--- config.mk ---
export PLATFORM = sky130hd
export DESIGN_NAME = execute_stage_top
export DESIGN_NICKNAME = d
export VERILOG_FILES = /design/src/verilog/exec_pkg.sv /design/src/verilog/downstream_stage_tracker.sv /design/src/verilog/execute_pipeline_unit.sv /design/src/verilog/execute_stage_top.sv /design/src/verilog/execute_unit.sv
export VERILOG_INCLUDE_DIRS = /design/src /design/src/verilog
export SDC_FILE = /design/constraint.sdc
export NUM_CORES = 1
export LEC_CHECK = 0
export CAP_MARGIN = 20
export CORE_ASPECT_RATIO = 0.7
export CORE_MARGIN = 8
export CORE_UTILIZATION = 50
export CTS_CLUSTER_DIAMETER = 40
export DETAILED_ROUTE_END_ITERATION = 7
export DONT_BUFFER_PORTS = 1
export GPL_ROUTABILITY_DRIVEN = 0
export PLACE_DENSITY = 0.63
export RECOVER_POWER = 100
export SKIP_LAST_GASP = 1
export SLEW_MARGIN = 20
export SYNTH_ARGS = -nofsm -noshare
export SYNTH_HDL_FRONTEND = slang
export SYNTH_SLANG_ARGS = --single-unit
--- constraint.sdc ---
create_clock -name clk -period 2.5 [get_ports clk]
set_input_delay 0.5 -clock clk [delete_from_list [all_inputs] [get_ports clk]]
set_output_delay 0.5 -clock clk [all_outputs]
set_load 0.02 [all_outputs]
--- src/verilog/exec_defines.svh ---
`ifndef EXEC_DEFINES_SVH
`define EXEC_DEFINES_SVH

// instruction format widths
`define EXEC_INSTR_W   32
`define EXEC_OPCODE_W  7
`define EXEC_REG_W     4
`define EXEC_COND_W    4
`define EXEC_IMM_W     5

// field positions in the instruction word
`define EXEC_COND_RANGE    31:28
`define EXEC_OPCODE_RANGE  27:21
`define EXEC_RN_RANGE      20:17
`define EXEC_RD_RANGE      16:13   // rd for alu, rt for load/store
`define EXEC_RS_RANGE      12:9
`define EXEC_RM_RANGE      8:5
`define EXEC_IMM_RANGE     4:0

// nop opcode and the full nop word, all other fields zero
`define EXEC_OPCODE_NOP  7'b0100000
`define EXEC_NOP_INSTR   {4'b0000, `EXEC_OPCODE_NOP, 21'd0}

`endif

--- src/verilog/exec_pkg.sv ---
`include "exec_defines.svh"

package exec_pkg;

    // opcode class from the top opcode bits
    typedef enum logic [2:0] {
        op_alu,       // 0xxxxxx
        op_nop,       // 0100000 only
        op_ldr,       // 110xxxx
        op_str,       // 111xxxx
        op_ldr_lit,   // 1000xxx
        op_branch,    // 1001xxx
        op_undef      // 101xxxx, decodes to nothing
    } op_class_e;

    // operand path select
    typedef enum logic [1:0] {
        sel_reg     = 2'b00,  // register file
        sel_fwd_alu = 2'b01,  // alu result in memory stage
        sel_fwd_mem = 2'b10,  // load data in writeback
        sel_pc_imm  = 2'b11   // pc / immediate path
    } operand_sel_e;

    function automatic op_class_e opcode_class(input logic [`EXEC_OPCODE_W-1:0] op);
        casez (op)
            `EXEC_OPCODE_NOP: return op_nop;  // must win over the alu row
            7'b0??????:       return op_alu;
            7'b110????:       return op_ldr;
            7'b111????:       return op_str;
            7'b1000???:       return op_ldr_lit;
            7'b1001???:       return op_branch;
            default:          return op_undef;
        endcase
    endfunction

    // rn read by alu ops with a nonzero low nibble, and by ldr/str
    function automatic logic uses_rn(input logic [`EXEC_OPCODE_W-1:0] op);
        op_class_e cls;
        cls = opcode_class(op);
        return (cls == op_alu && op[3:0] != 4'b0000) || cls == op_ldr || cls == op_str;
    endfunction

    function automatic logic uses_rm(input logic [`EXEC_OPCODE_W-1:0] op);
        return (!op[6] && op[4])              // alu register operand
            || (op[6:5] == 2'b11 && op[3])    // register-offset ldr/str
            || (op[6:3] == 4'b1001 && op[0]); // branch to register
    endfunction

    // register-specified shift
    function automatic logic uses_rs(input logic [`EXEC_OPCODE_W-1:0] op);
        return op[6:4] == 3'b011;
    endfunction

    function automatic logic is_load(input logic [`EXEC_OPCODE_W-1:0] op);
        op_class_e cls;
        cls = opcode_class(op);
        return cls == op_ldr || cls == op_ldr_lit;
    endfunction

    // every alu op writes rd, nop included but filtered by callers
    function automatic logic writes_rd(input logic [`EXEC_OPCODE_W-1:0] op);
        return !op[6];
    endfunction

endpackage

--- src/verilog/downstream_stage_tracker.sv ---
`timescale 1ns/1ns
`include "exec_defines.svh"

// memory, wait and writeback instruction registers
module downstream_stage_tracker
    import exec_pkg::*;
(
    input  logic                      clk,
    input  logic                      arst_n,
    input  logic [`EXEC_INSTR_W-1:0]  instr_in,            // from execute, nop on stall
    output logic [`EXEC_REG_W-1:0]    rn_memory,
    output logic [`EXEC_REG_W-1:0]    rd_memory,
    output logic [`EXEC_OPCODE_W-1:0] opcode_memory,
    output logic [1:0]                sel_w_addr1_memory,
    output logic [`EXEC_REG_W-1:0]    rt_memory_wait,
    output logic [`EXEC_OPCODE_W-1:0] opcode_memory_wait,
    output logic [`EXEC_REG_W-1:0]    rt_writeback,
    output logic [`EXEC_OPCODE_W-1:0] opcode_writeback
);

    logic [`EXEC_INSTR_W-1:0] mem_q;
    logic [`EXEC_INSTR_W-1:0] wait_q;
    logic [`EXEC_INSTR_W-1:0] wb_q;
    op_class_e                mem_cls;

    // plain shift chain, one op per stage
    always_ff @(posedge clk or negedge arst_n) begin
        if (!arst_n) begin
            mem_q  <= `EXEC_NOP_INSTR;
            wait_q <= `EXEC_NOP_INSTR;
            wb_q   <= `EXEC_NOP_INSTR;
        end else begin
            mem_q  <= instr_in;
            wait_q <= mem_q;
            wb_q   <= wait_q;
        end
    end

    // memory stage
    assign opcode_memory = mem_q[`EXEC_OPCODE_RANGE];
    assign rn_memory     = mem_q[`EXEC_RN_RANGE];
    assign rd_memory     = mem_q[`EXEC_RD_RANGE];
    assign mem_cls       = opcode_class(opcode_memory);

    // pre-indexed ldr/str updates its base in this stage
    assign sel_w_addr1_memory = ((mem_cls == op_ldr || mem_cls == op_str)
                                 && opcode_memory[2:1] == 2'b10) ? 2'b10 : 2'b00;

    // wait stage, only load target matters
    assign opcode_memory_wait = wait_q[`EXEC_OPCODE_RANGE];
    assign rt_memory_wait     = wait_q[`EXEC_RD_RANGE];

    // writeback
    assign opcode_writeback = wb_q[`EXEC_OPCODE_RANGE];
    assign rt_writeback     = wb_q[`EXEC_RD_RANGE];

endmodule

--- src/verilog/execute_pipeline_unit.sv ---
`timescale 1ns/1ns
`include "exec_defines.svh"

// execute stage instruction register
module execute_pipeline_unit (
    input  logic                      clk,
    input  logic                      arst_n,
    input  logic [`EXEC_INSTR_W-1:0]  instr_in,
    input  logic                      branch_in,    // one-cycle taken-branch pulse
    input  logic                      sel_stall,    // hold, from stall_pc
    output logic [`EXEC_COND_W-1:0]   cond,
    output logic [`EXEC_OPCODE_W-1:0] opcode,
    output logic [`EXEC_REG_W-1:0]    rn,
    output logic [`EXEC_REG_W-1:0]    rd,
    output logic [`EXEC_REG_W-1:0]    rs,
    output logic [`EXEC_REG_W-1:0]    rm,
    output logic [`EXEC_IMM_W-1:0]    imm5,
    output logic                      branch_value,
    output logic [`EXEC_INSTR_W-1:0]  instr_output
);

    logic [`EXEC_INSTR_W-1:0] instr_q;  // held word
    logic                     branch_q;

    always_ff @(posedge clk or negedge arst_n) begin
        if (!arst_n) begin
            instr_q  <= `EXEC_NOP_INSTR;
            branch_q <= 1'b0;
        end else begin
            branch_q <= branch_in;
            if (branch_in) begin
                instr_q <= `EXEC_NOP_INSTR;  // squash beats hold
            end else if (!sel_stall) begin
                instr_q <= instr_in;
            end
            // else keep the stalled instruction
        end
    end

    // field split
    assign cond   = instr_q[`EXEC_COND_RANGE];
    assign opcode = instr_q[`EXEC_OPCODE_RANGE];
    assign rn     = instr_q[`EXEC_RN_RANGE];
    assign rd     = instr_q[`EXEC_RD_RANGE];
    assign rs     = instr_q[`EXEC_RS_RANGE];
    assign rm     = instr_q[`EXEC_RM_RANGE];
    assign imm5   = instr_q[`EXEC_IMM_RANGE];

    assign branch_value = branch_q;
    assign instr_output = instr_q;  // whole word for the controller

endmodule

--- src/verilog/execute_stage_top.sv ---
`timescale 1ns/1ns
`include "exec_defines.svh"

module execute_stage_top
    import exec_pkg::*;
(
    input  logic                      clk,
    input  logic                      arst_n,
    input  logic [`EXEC_INSTR_W-1:0]  instr_in,
    input  logic                      branch_in,
    output logic [`EXEC_OPCODE_W-1:0] opcode,
    output logic [`EXEC_REG_W-1:0]    rn,
    output logic [`EXEC_REG_W-1:0]    rs,
    output logic [`EXEC_REG_W-1:0]    rm,
    output logic [`EXEC_IMM_W-1:0]    imm5,
    output logic                      branch_value,
    output logic [`EXEC_INSTR_W-1:0]  instr_output,
    output operand_sel_e              sel_a_in,
    output operand_sel_e              sel_b_in,
    output operand_sel_e              sel_shift_in,
    output logic                      sel_shift,
    output logic                      en_a,
    output logic                      en_b,
    output logic                      en_s,
    output logic                      stall_pc
);

    logic [`EXEC_COND_W-1:0]   cond;
    logic [`EXEC_REG_W-1:0]    rd;
    logic [`EXEC_INSTR_W-1:0]  instr_held;          // execute register word
    logic [`EXEC_REG_W-1:0]    rn_memory;
    logic [`EXEC_REG_W-1:0]    rd_memory;
    logic [`EXEC_OPCODE_W-1:0] opcode_memory;
    logic [1:0]                sel_w_addr1_memory;
    logic [`EXEC_REG_W-1:0]    rt_memory_wait;
    logic [`EXEC_OPCODE_W-1:0] opcode_memory_wait;
    logic [`EXEC_REG_W-1:0]    rt_writeback;
    logic [`EXEC_OPCODE_W-1:0] opcode_writeback;

    execute_pipeline_unit execute_pipeline_unit_i (
        .clk          (clk),
        .arst_n       (arst_n),
        .instr_in     (instr_in),
        .branch_in    (branch_in),
        .sel_stall    (stall_pc),     // hold on load-use
        .cond         (cond),
        .opcode       (opcode),
        .rn           (rn),
        .rd           (rd),
        .rs           (rs),
        .rm           (rm),
        .imm5         (imm5),
        .branch_value (branch_value),
        .instr_output (instr_held)
    );

    execute_unit execute_unit_i (
        .opcode             (opcode),
        .cond               (cond),
        .rn                 (rn),
        .rd                 (rd),
        .rs                 (rs),
        .rm                 (rm),
        .instr_in           (instr_held),
        .rn_memory          (rn_memory),
        .rd_memory          (rd_memory),
        .opcode_memory      (opcode_memory),
        .sel_w_addr1_memory (sel_w_addr1_memory),
        .rt_memory_wait     (rt_memory_wait),
        .opcode_memory_wait (opcode_memory_wait),
        .rt_writeback       (rt_writeback),
        .opcode_writeback   (opcode_writeback),
        .sel_a_in           (sel_a_in),
        .sel_b_in           (sel_b_in),
        .sel_shift_in       (sel_shift_in),
        .sel_shift          (sel_shift),
        .en_a               (en_a),
        .en_b               (en_b),
        .en_s               (en_s),
        .stall_pc           (stall_pc),
        .instr_output       (instr_output)
    );

    // later stages fed from the controller output, bubbles included
    downstream_stage_tracker downstream_stage_tracker_i (
        .clk                (clk),
        .arst_n             (arst_n),
        .instr_in           (instr_output),
        .rn_memory          (rn_memory),
        .rd_memory          (rd_memory),
        .opcode_memory      (opcode_memory),
        .sel_w_addr1_memory (sel_w_addr1_memory),
        .rt_memory_wait     (rt_memory_wait),
        .opcode_memory_wait (opcode_memory_wait),
        .rt_writeback       (rt_writeback),
        .opcode_writeback   (opcode_writeback)
    );

endmodule

--- src/verilog/execute_unit.sv ---
`timescale 1ns/1ns
`include "exec_defines.svh"

// execute stage controller, purely combinational
module execute_unit
    import exec_pkg::*;
(
    // held instruction
    input  logic [`EXEC_OPCODE_W-1:0] opcode,
    input  logic [`EXEC_COND_W-1:0]   cond,
    input  logic [`EXEC_REG_W-1:0]    rn,
    input  logic [`EXEC_REG_W-1:0]    rd,
    input  logic [`EXEC_REG_W-1:0]    rs,
    input  logic [`EXEC_REG_W-1:0]    rm,
    input  logic [`EXEC_INSTR_W-1:0]  instr_in,
    // later stages
    input  logic [`EXEC_REG_W-1:0]    rn_memory,           // pre-index base
    input  logic [`EXEC_REG_W-1:0]    rd_memory,
    input  logic [`EXEC_OPCODE_W-1:0] opcode_memory,
    input  logic [1:0]                sel_w_addr1_memory,  // 10 = pre-indexed writeback
    input  logic [`EXEC_REG_W-1:0]    rt_memory_wait,
    input  logic [`EXEC_OPCODE_W-1:0] opcode_memory_wait,
    input  logic [`EXEC_REG_W-1:0]    rt_writeback,
    input  logic [`EXEC_OPCODE_W-1:0] opcode_writeback,
    // operand path control
    output operand_sel_e              sel_a_in,
    output operand_sel_e              sel_b_in,
    output operand_sel_e              sel_shift_in,
    output logic                      sel_shift,
    output logic                      en_a,
    output logic                      en_b,
    output logic                      en_s,
    output logic                      stall_pc,
    output logic [`EXEC_INSTR_W-1:0]  instr_output  // into memory stage
);

    op_class_e    cls;            // class of held op
    logic         mem_live;       // memory stage holds a real op
    logic         mem_pre_wb;     // memory stage writes back its base
    logic         mem_wr_rd;      // memory stage writes rd
    logic         mem_load;
    logic         wait_load;
    logic         wb_load;
    operand_sel_e fwd_a;
    operand_sel_e fwd_b;
    operand_sel_e fwd_s;
    logic         hit_rn;
    logic         hit_rm;
    logic         hit_rs;

    // one source register against the later stages
    // memory stage result wins over writeback load data
    function automatic operand_sel_e fwd_select(
        input logic                   used,
        input logic [`EXEC_REG_W-1:0] src
    );
        operand_sel_e sel;
        sel = sel_reg;
        if (used) begin
            if (mem_live && ((mem_pre_wb && src == rn_memory) || (mem_wr_rd && src == rd_memory))) begin
                sel = sel_fwd_alu;
            end else if (wb_load && src == rt_writeback) begin
                sel = sel_fwd_mem;
            end
        end
        return sel;
    endfunction

    // load still in flight to src, data not ready for forwarding
    function automatic logic load_use(
        input logic                   used,
        input logic [`EXEC_REG_W-1:0] src
    );
        return used && ((mem_load && src == rd_memory) || (wait_load && src == rt_memory_wait));
    endfunction

    assign cls        = opcode_class(opcode);
    assign mem_live   = opcode_memory != `EXEC_OPCODE_NOP;
    assign mem_pre_wb = sel_w_addr1_memory == 2'b10;
    assign mem_wr_rd  = writes_rd(opcode_memory);
    assign mem_load   = is_load(opcode_memory);
    assign wait_load  = is_load(opcode_memory_wait);
    assign wb_load    = is_load(opcode_writeback);  // nop is never a load

    assign fwd_a = fwd_select(uses_rn(opcode), rn);
    assign fwd_b = fwd_select(uses_rm(opcode), rm);
    assign fwd_s = fwd_select(uses_rs(opcode), rs);

    assign hit_rn = load_use(uses_rn(opcode), rn);
    assign hit_rm = load_use(uses_rm(opcode), rm);
    assign hit_rs = load_use(uses_rs(opcode), rs);

    assign stall_pc = hit_rn | hit_rm | hit_rs;

    // bubble down the pipe while stalled
    // word rebuilt from the held fields, imm5 straight from the register
    assign instr_output = stall_pc ? `EXEC_NOP_INSTR
                                   : {cond, opcode, rn, rd, rs, rm, instr_in[`EXEC_IMM_RANGE]};

    always_comb begin
        // forwarding first, control overrides below
        sel_a_in     = fwd_a;
        sel_b_in     = fwd_b;
        sel_shift_in = fwd_s;
        sel_shift    = 1'b0;
        en_a         = 1'b0;
        en_b         = 1'b0;
        en_s         = 1'b0;

        case (cls)
            op_alu: begin
                // cond 1111 and 010xxxx leave the datapath idle
                if (opcode[5:4] != 2'b10 && cond != 4'b1111) begin
                    sel_shift = opcode[4] & opcode[5];  // shift kind only with reg operand
                    en_a      = opcode[3];
                    en_b      = opcode[4];
                    en_s      = opcode[4];
                end
            end
            op_ldr, op_str, op_ldr_lit: begin
                if (!opcode[3]) begin
                    // immediate offset
                    en_a = 1'b1;
                    if (cls == op_ldr_lit) begin
                        sel_a_in = sel_pc_imm;  // base is pc
                    end
                end else begin
                    // register offset through the shifter
                    sel_shift = 1'b1;
                    en_a      = 1'b1;
                    en_b      = 1'b1;
                    en_s      = 1'b1;
                end
            end
            op_branch: begin
                sel_shift    = 1'b1;
                sel_shift_in = sel_pc_imm;  // fixed shift for offset
                en_b         = opcode[0];   // register target
                en_s         = 1'b1;
                if (!opcode[0]) begin
                    sel_a_in = sel_pc_imm;  // pc relative
                end
            end
            default: begin
                // nop and undefined ops, defaults stand
            end
        endcase
    end

endmodule

==> results.py <==
metrics = {
    "outcome": {
        "status": "complete, but fails checks",
        "failed_checks": "max-capacitance violations, max-slew violations, negative setup slack",
    },
    "clocking": {
        "cts_tree": "done",
        "clockRootBuffer": "clkbuf_8",
        "worstSkewPairLatency_ns": 0.36,
        "htreeDepth": 3,
        "cts-buffers-inserted": 9,
        "clkSinkCount": 64,
        "cts.clk_slew.worst_paths_ns": 0.08,
        "cts_buffer_depth": 2,
    },
    "yosys": {
        "synth_edf_count": 0,
        "synthArstFlopShare_pct": 100,
        "synth_area_leader_cell": "dfrtp_1",
        "synth-seq-cells": 64,
        "synth_commonest_cells": "nand2b_1 (64), dfrtp_1 (60), xnor2_1 (36)",
        "yosys_warnings": 0,
        "ys.flop_type": "dfrtp_1",
        "syn_nets": 399,
        "synth_top_area_share_pct": 40.3,
        "netlist_top_cells_area": "dfrtp_1 (40%), nand2b_1 (11%), mux2i_1 (8.6%)",
        "syn-instance-count": 364,
        "avgSynthCellArea_um2": 10.2,
        "synth_most_common_cell": "nand2b_1",
        "ys_seq_area_share_pct": 43.1,
        "yosysUniqueCellTypes": 35,
        "netlist_area_um2": 3720,
    },
    "floorplan": {
        "dieArea_um2": 10500,
        "die_h_um": 88.2,
        "core_um2": 7250,
        "start_util_pct": 51.3,
        "rows": 26,
        "ios": 103,
        "die_width_um": 119,
    },
    "detailed_routing": {
        "via_per_inst": 5.39,
        "antenna_left": 0,
        "drc": 0,
        "drtIter0Drc": 105,
        "vias": 2608,
        "firstDrtPassIters": 4,
        "finalWirelength_um": 10200,
        "wl_per_cell_um": 21.2,
    },
    "place": {
        "io_buffers": 0,
        "dp.cells": 448,
        "hpwlAfterDp_um": 6500,
    },
    "hold_path": {
        "min-delay-start": "branch_in",
        "hp-class": "in2reg",
    },
    "sta": {
        "fin_skew_ns": 0.0103,
        "worst_slew_pin_slew_ns": 1.59,
        "setup_ws_ns": -0.299,
        "setup_viol": 37,
        "fmax_mhz": 357,
        "finalCriticalPeriod_ns": 2.80,
        "rsz0062_at_grt": "yes",
        "slew_violations": 65,
        "fin_crit_sh_pct": 112,
        "slew_headroom_pct": -6.12,
        "final-hold-violation-count": 0,
    },
    "grt": {
        "grt_start_max_net_pins": 66,
        "grt_pass1_wl_um": 15800,
        "antenna_found_initial": 0,
        "grt.total_usage_pct": 19.8,
        "grt_pass1_vias": 2820,
        "overflow": 0,
    },
    "critical_path": {
        "cp.arrival_ns": 2.30,
        "startpoint": "downstream_stage_tracker_i.wait_q[26]",
        "r2r_start": "execute_pipeline_unit_i.instr_output[27]",
        "path_class": "reg2out",
        "endpoint_kind": "output pin",
        "crit_fanout": 7,
        "cp-start-kind": "register",
        "crit_required_ns": 2.00,
    },
    "job": {
        "cap_violations": 1,
    },
    "final_layout": {
        "finalNonFillerCells": 484,
        "nNetsFinal": 416,
        "multi_input_area_um2": 2030,
        "ff_latch_area_um2": 1610,
        "post-route-util_pct": 59.5,
        "area_delta_synth_final_pct": 16.0,
        "drive_above_1_share_pct": 25.9,
        "num_antenna_cells": 0,
        "n_fill_cell": 622,
    },
    "power": {
        "peakVddDrop_mv": 0.526,
        "total_power_mw": 3.23,
        "p_per_area_nw_per_um2": 749,
        "p_leak_nw": 1.98,
    },
}
## cell type report
cell class	count	share of cell area (%)
timing repair buffer	51	7.59
inverter	2	0.174
sequential	64	37.2
multi-input combinational	253	47.1
tap	98	2.84
clock inverter	7	2.23
clock buffer	9	2.87
## power by group
part / switching (mW) / internal (mW)
sequential: 0.137 / 1.15
clock: 0.418 / 0.560
combinational: 0.555 / 0.413
total: 1.11 / 2.12
## routing by layer
layer,vias up,wire length (um),track usage (%)
met4,0,111,6.63
met5,-,0,0
met3,12,896,8.95
met2,103,4550,28.6
li1,1207,-,-
met1,1286,4680,25.8
## path summary, 6_finish.rpt
kind / end / slack, ns / cells after the start
setup reg to reg: execute_pipeline_unit_i.instr_output[23] / 0.10 / 8
hold reg to reg: downstream_stage_tracker_i.wb_q[26] / 0.36 / 0
max in group asynchronous: downstream_stage_tracker_i.wait_q[24] / 1.00 / 1
min in group asynchronous: execute_pipeline_unit_i.branch_value / 0.51 / 1
hold / removal: execute_pipeline_unit_i.branch_value / 0.17 / 0
setup / recovery: instr_output[13] / -0.30 / 6
## worst max-delay path: stages, from the launching register on
cell	delay, ns
dfstp_2	0.53
nand2b_1	0.10
nand3b_1	0.22
nor4_4	0.41
a31oi_4	0.22
o211a_4	0.27
and2_4	0.21
## flip-flops by register name, indices dropped and copies added (netlist names)
register / flops
downstream_stage_tracker_i.wait_q: 8
execute_pipeline_unit_i.branch_value: 1
downstream_stage_tracker_i.wb_q: 8
execute_pipeline_unit_i.instr_output: 32
downstream_stage_tracker_i.mem_q: 15
## logic make-up (layout without fill, tap and decap cells)
| kind of cell | Yosys count | in the layout | share of synthesized area (%) |
|---|---|---|---|
| and+or+nand+nor | 153 | 153 | 24.1 |
| DFF | 64 | 64 | 43.1 |
| buffers and inverters | 53 | 69 | 10.3 |
| xor gates and xnor gates | 48 | 48 | 11.3 |
| muxes | 32 | 32 | 8.60 |
| AOI/OAI and AO/OA | 14 | 20 | 2.49 |
## placed cells by master (no fill, tap or decap), types with 3 or more instances in the layout
cell type / Yosys / routed
nand2b_1: 64 / 63
and2_4: 0 / 27
nor4_4: 0 / 3
and2_1: 31 / 4
mux2i_1: 32 / 32
o22ai_1: 3 / 3
nand4_1: 8 / 8
xnor2_1: 36 / 36
nand2_1: 15 / 13
clkbuf_1: 8 / 20
o21ai_0: 4 / 3
xor2_1: 12 / 12
o211a_4: 0 / 6
nor3_1: 6 / 4
clkinvlp_4: 0 / 3
nand3b_1: 3 / 3
buf_6: 2 / 6
nor2b_1: 3 / 3
dfstp_2: 4 / 3
dfrtp_1: 60 / 60
nand3_1: 3 / 3
buf_4: 24 / 24
clkbuf_8: 0 / 9
or2b_1: 3 / 3
nor2_1: 9 / 9
## stage by stage
stage                     instance area [um^2]  hold slack [ns]  TNS [ns]  worst slack (ns)
after floorplan                           3720            0.204         0             0.159
after global placement                    3750            0.206    -0.840           -0.0504
after detailed placement                  3750            0.206     -1.50           -0.0760
after CTS                                 4300           0.0146     -8.57            -0.273
after global routing                      4320            0.133    -13.40            -0.403
final                                     4320            0.166     -9.28            -0.299
## what timing repair did
action / 4_1_cts / 5_1_grt
setup endpoints to repair: 33 / 36
gates resized for setup: 69 / 19
hold endpoints to repair: 64 / 0
pin swaps: 23 / 19
gates cloned: 6 / 0
hold buffers: 1 / 0
setup buffers: 7 / 6
Power figures use the tool's default switching activity.
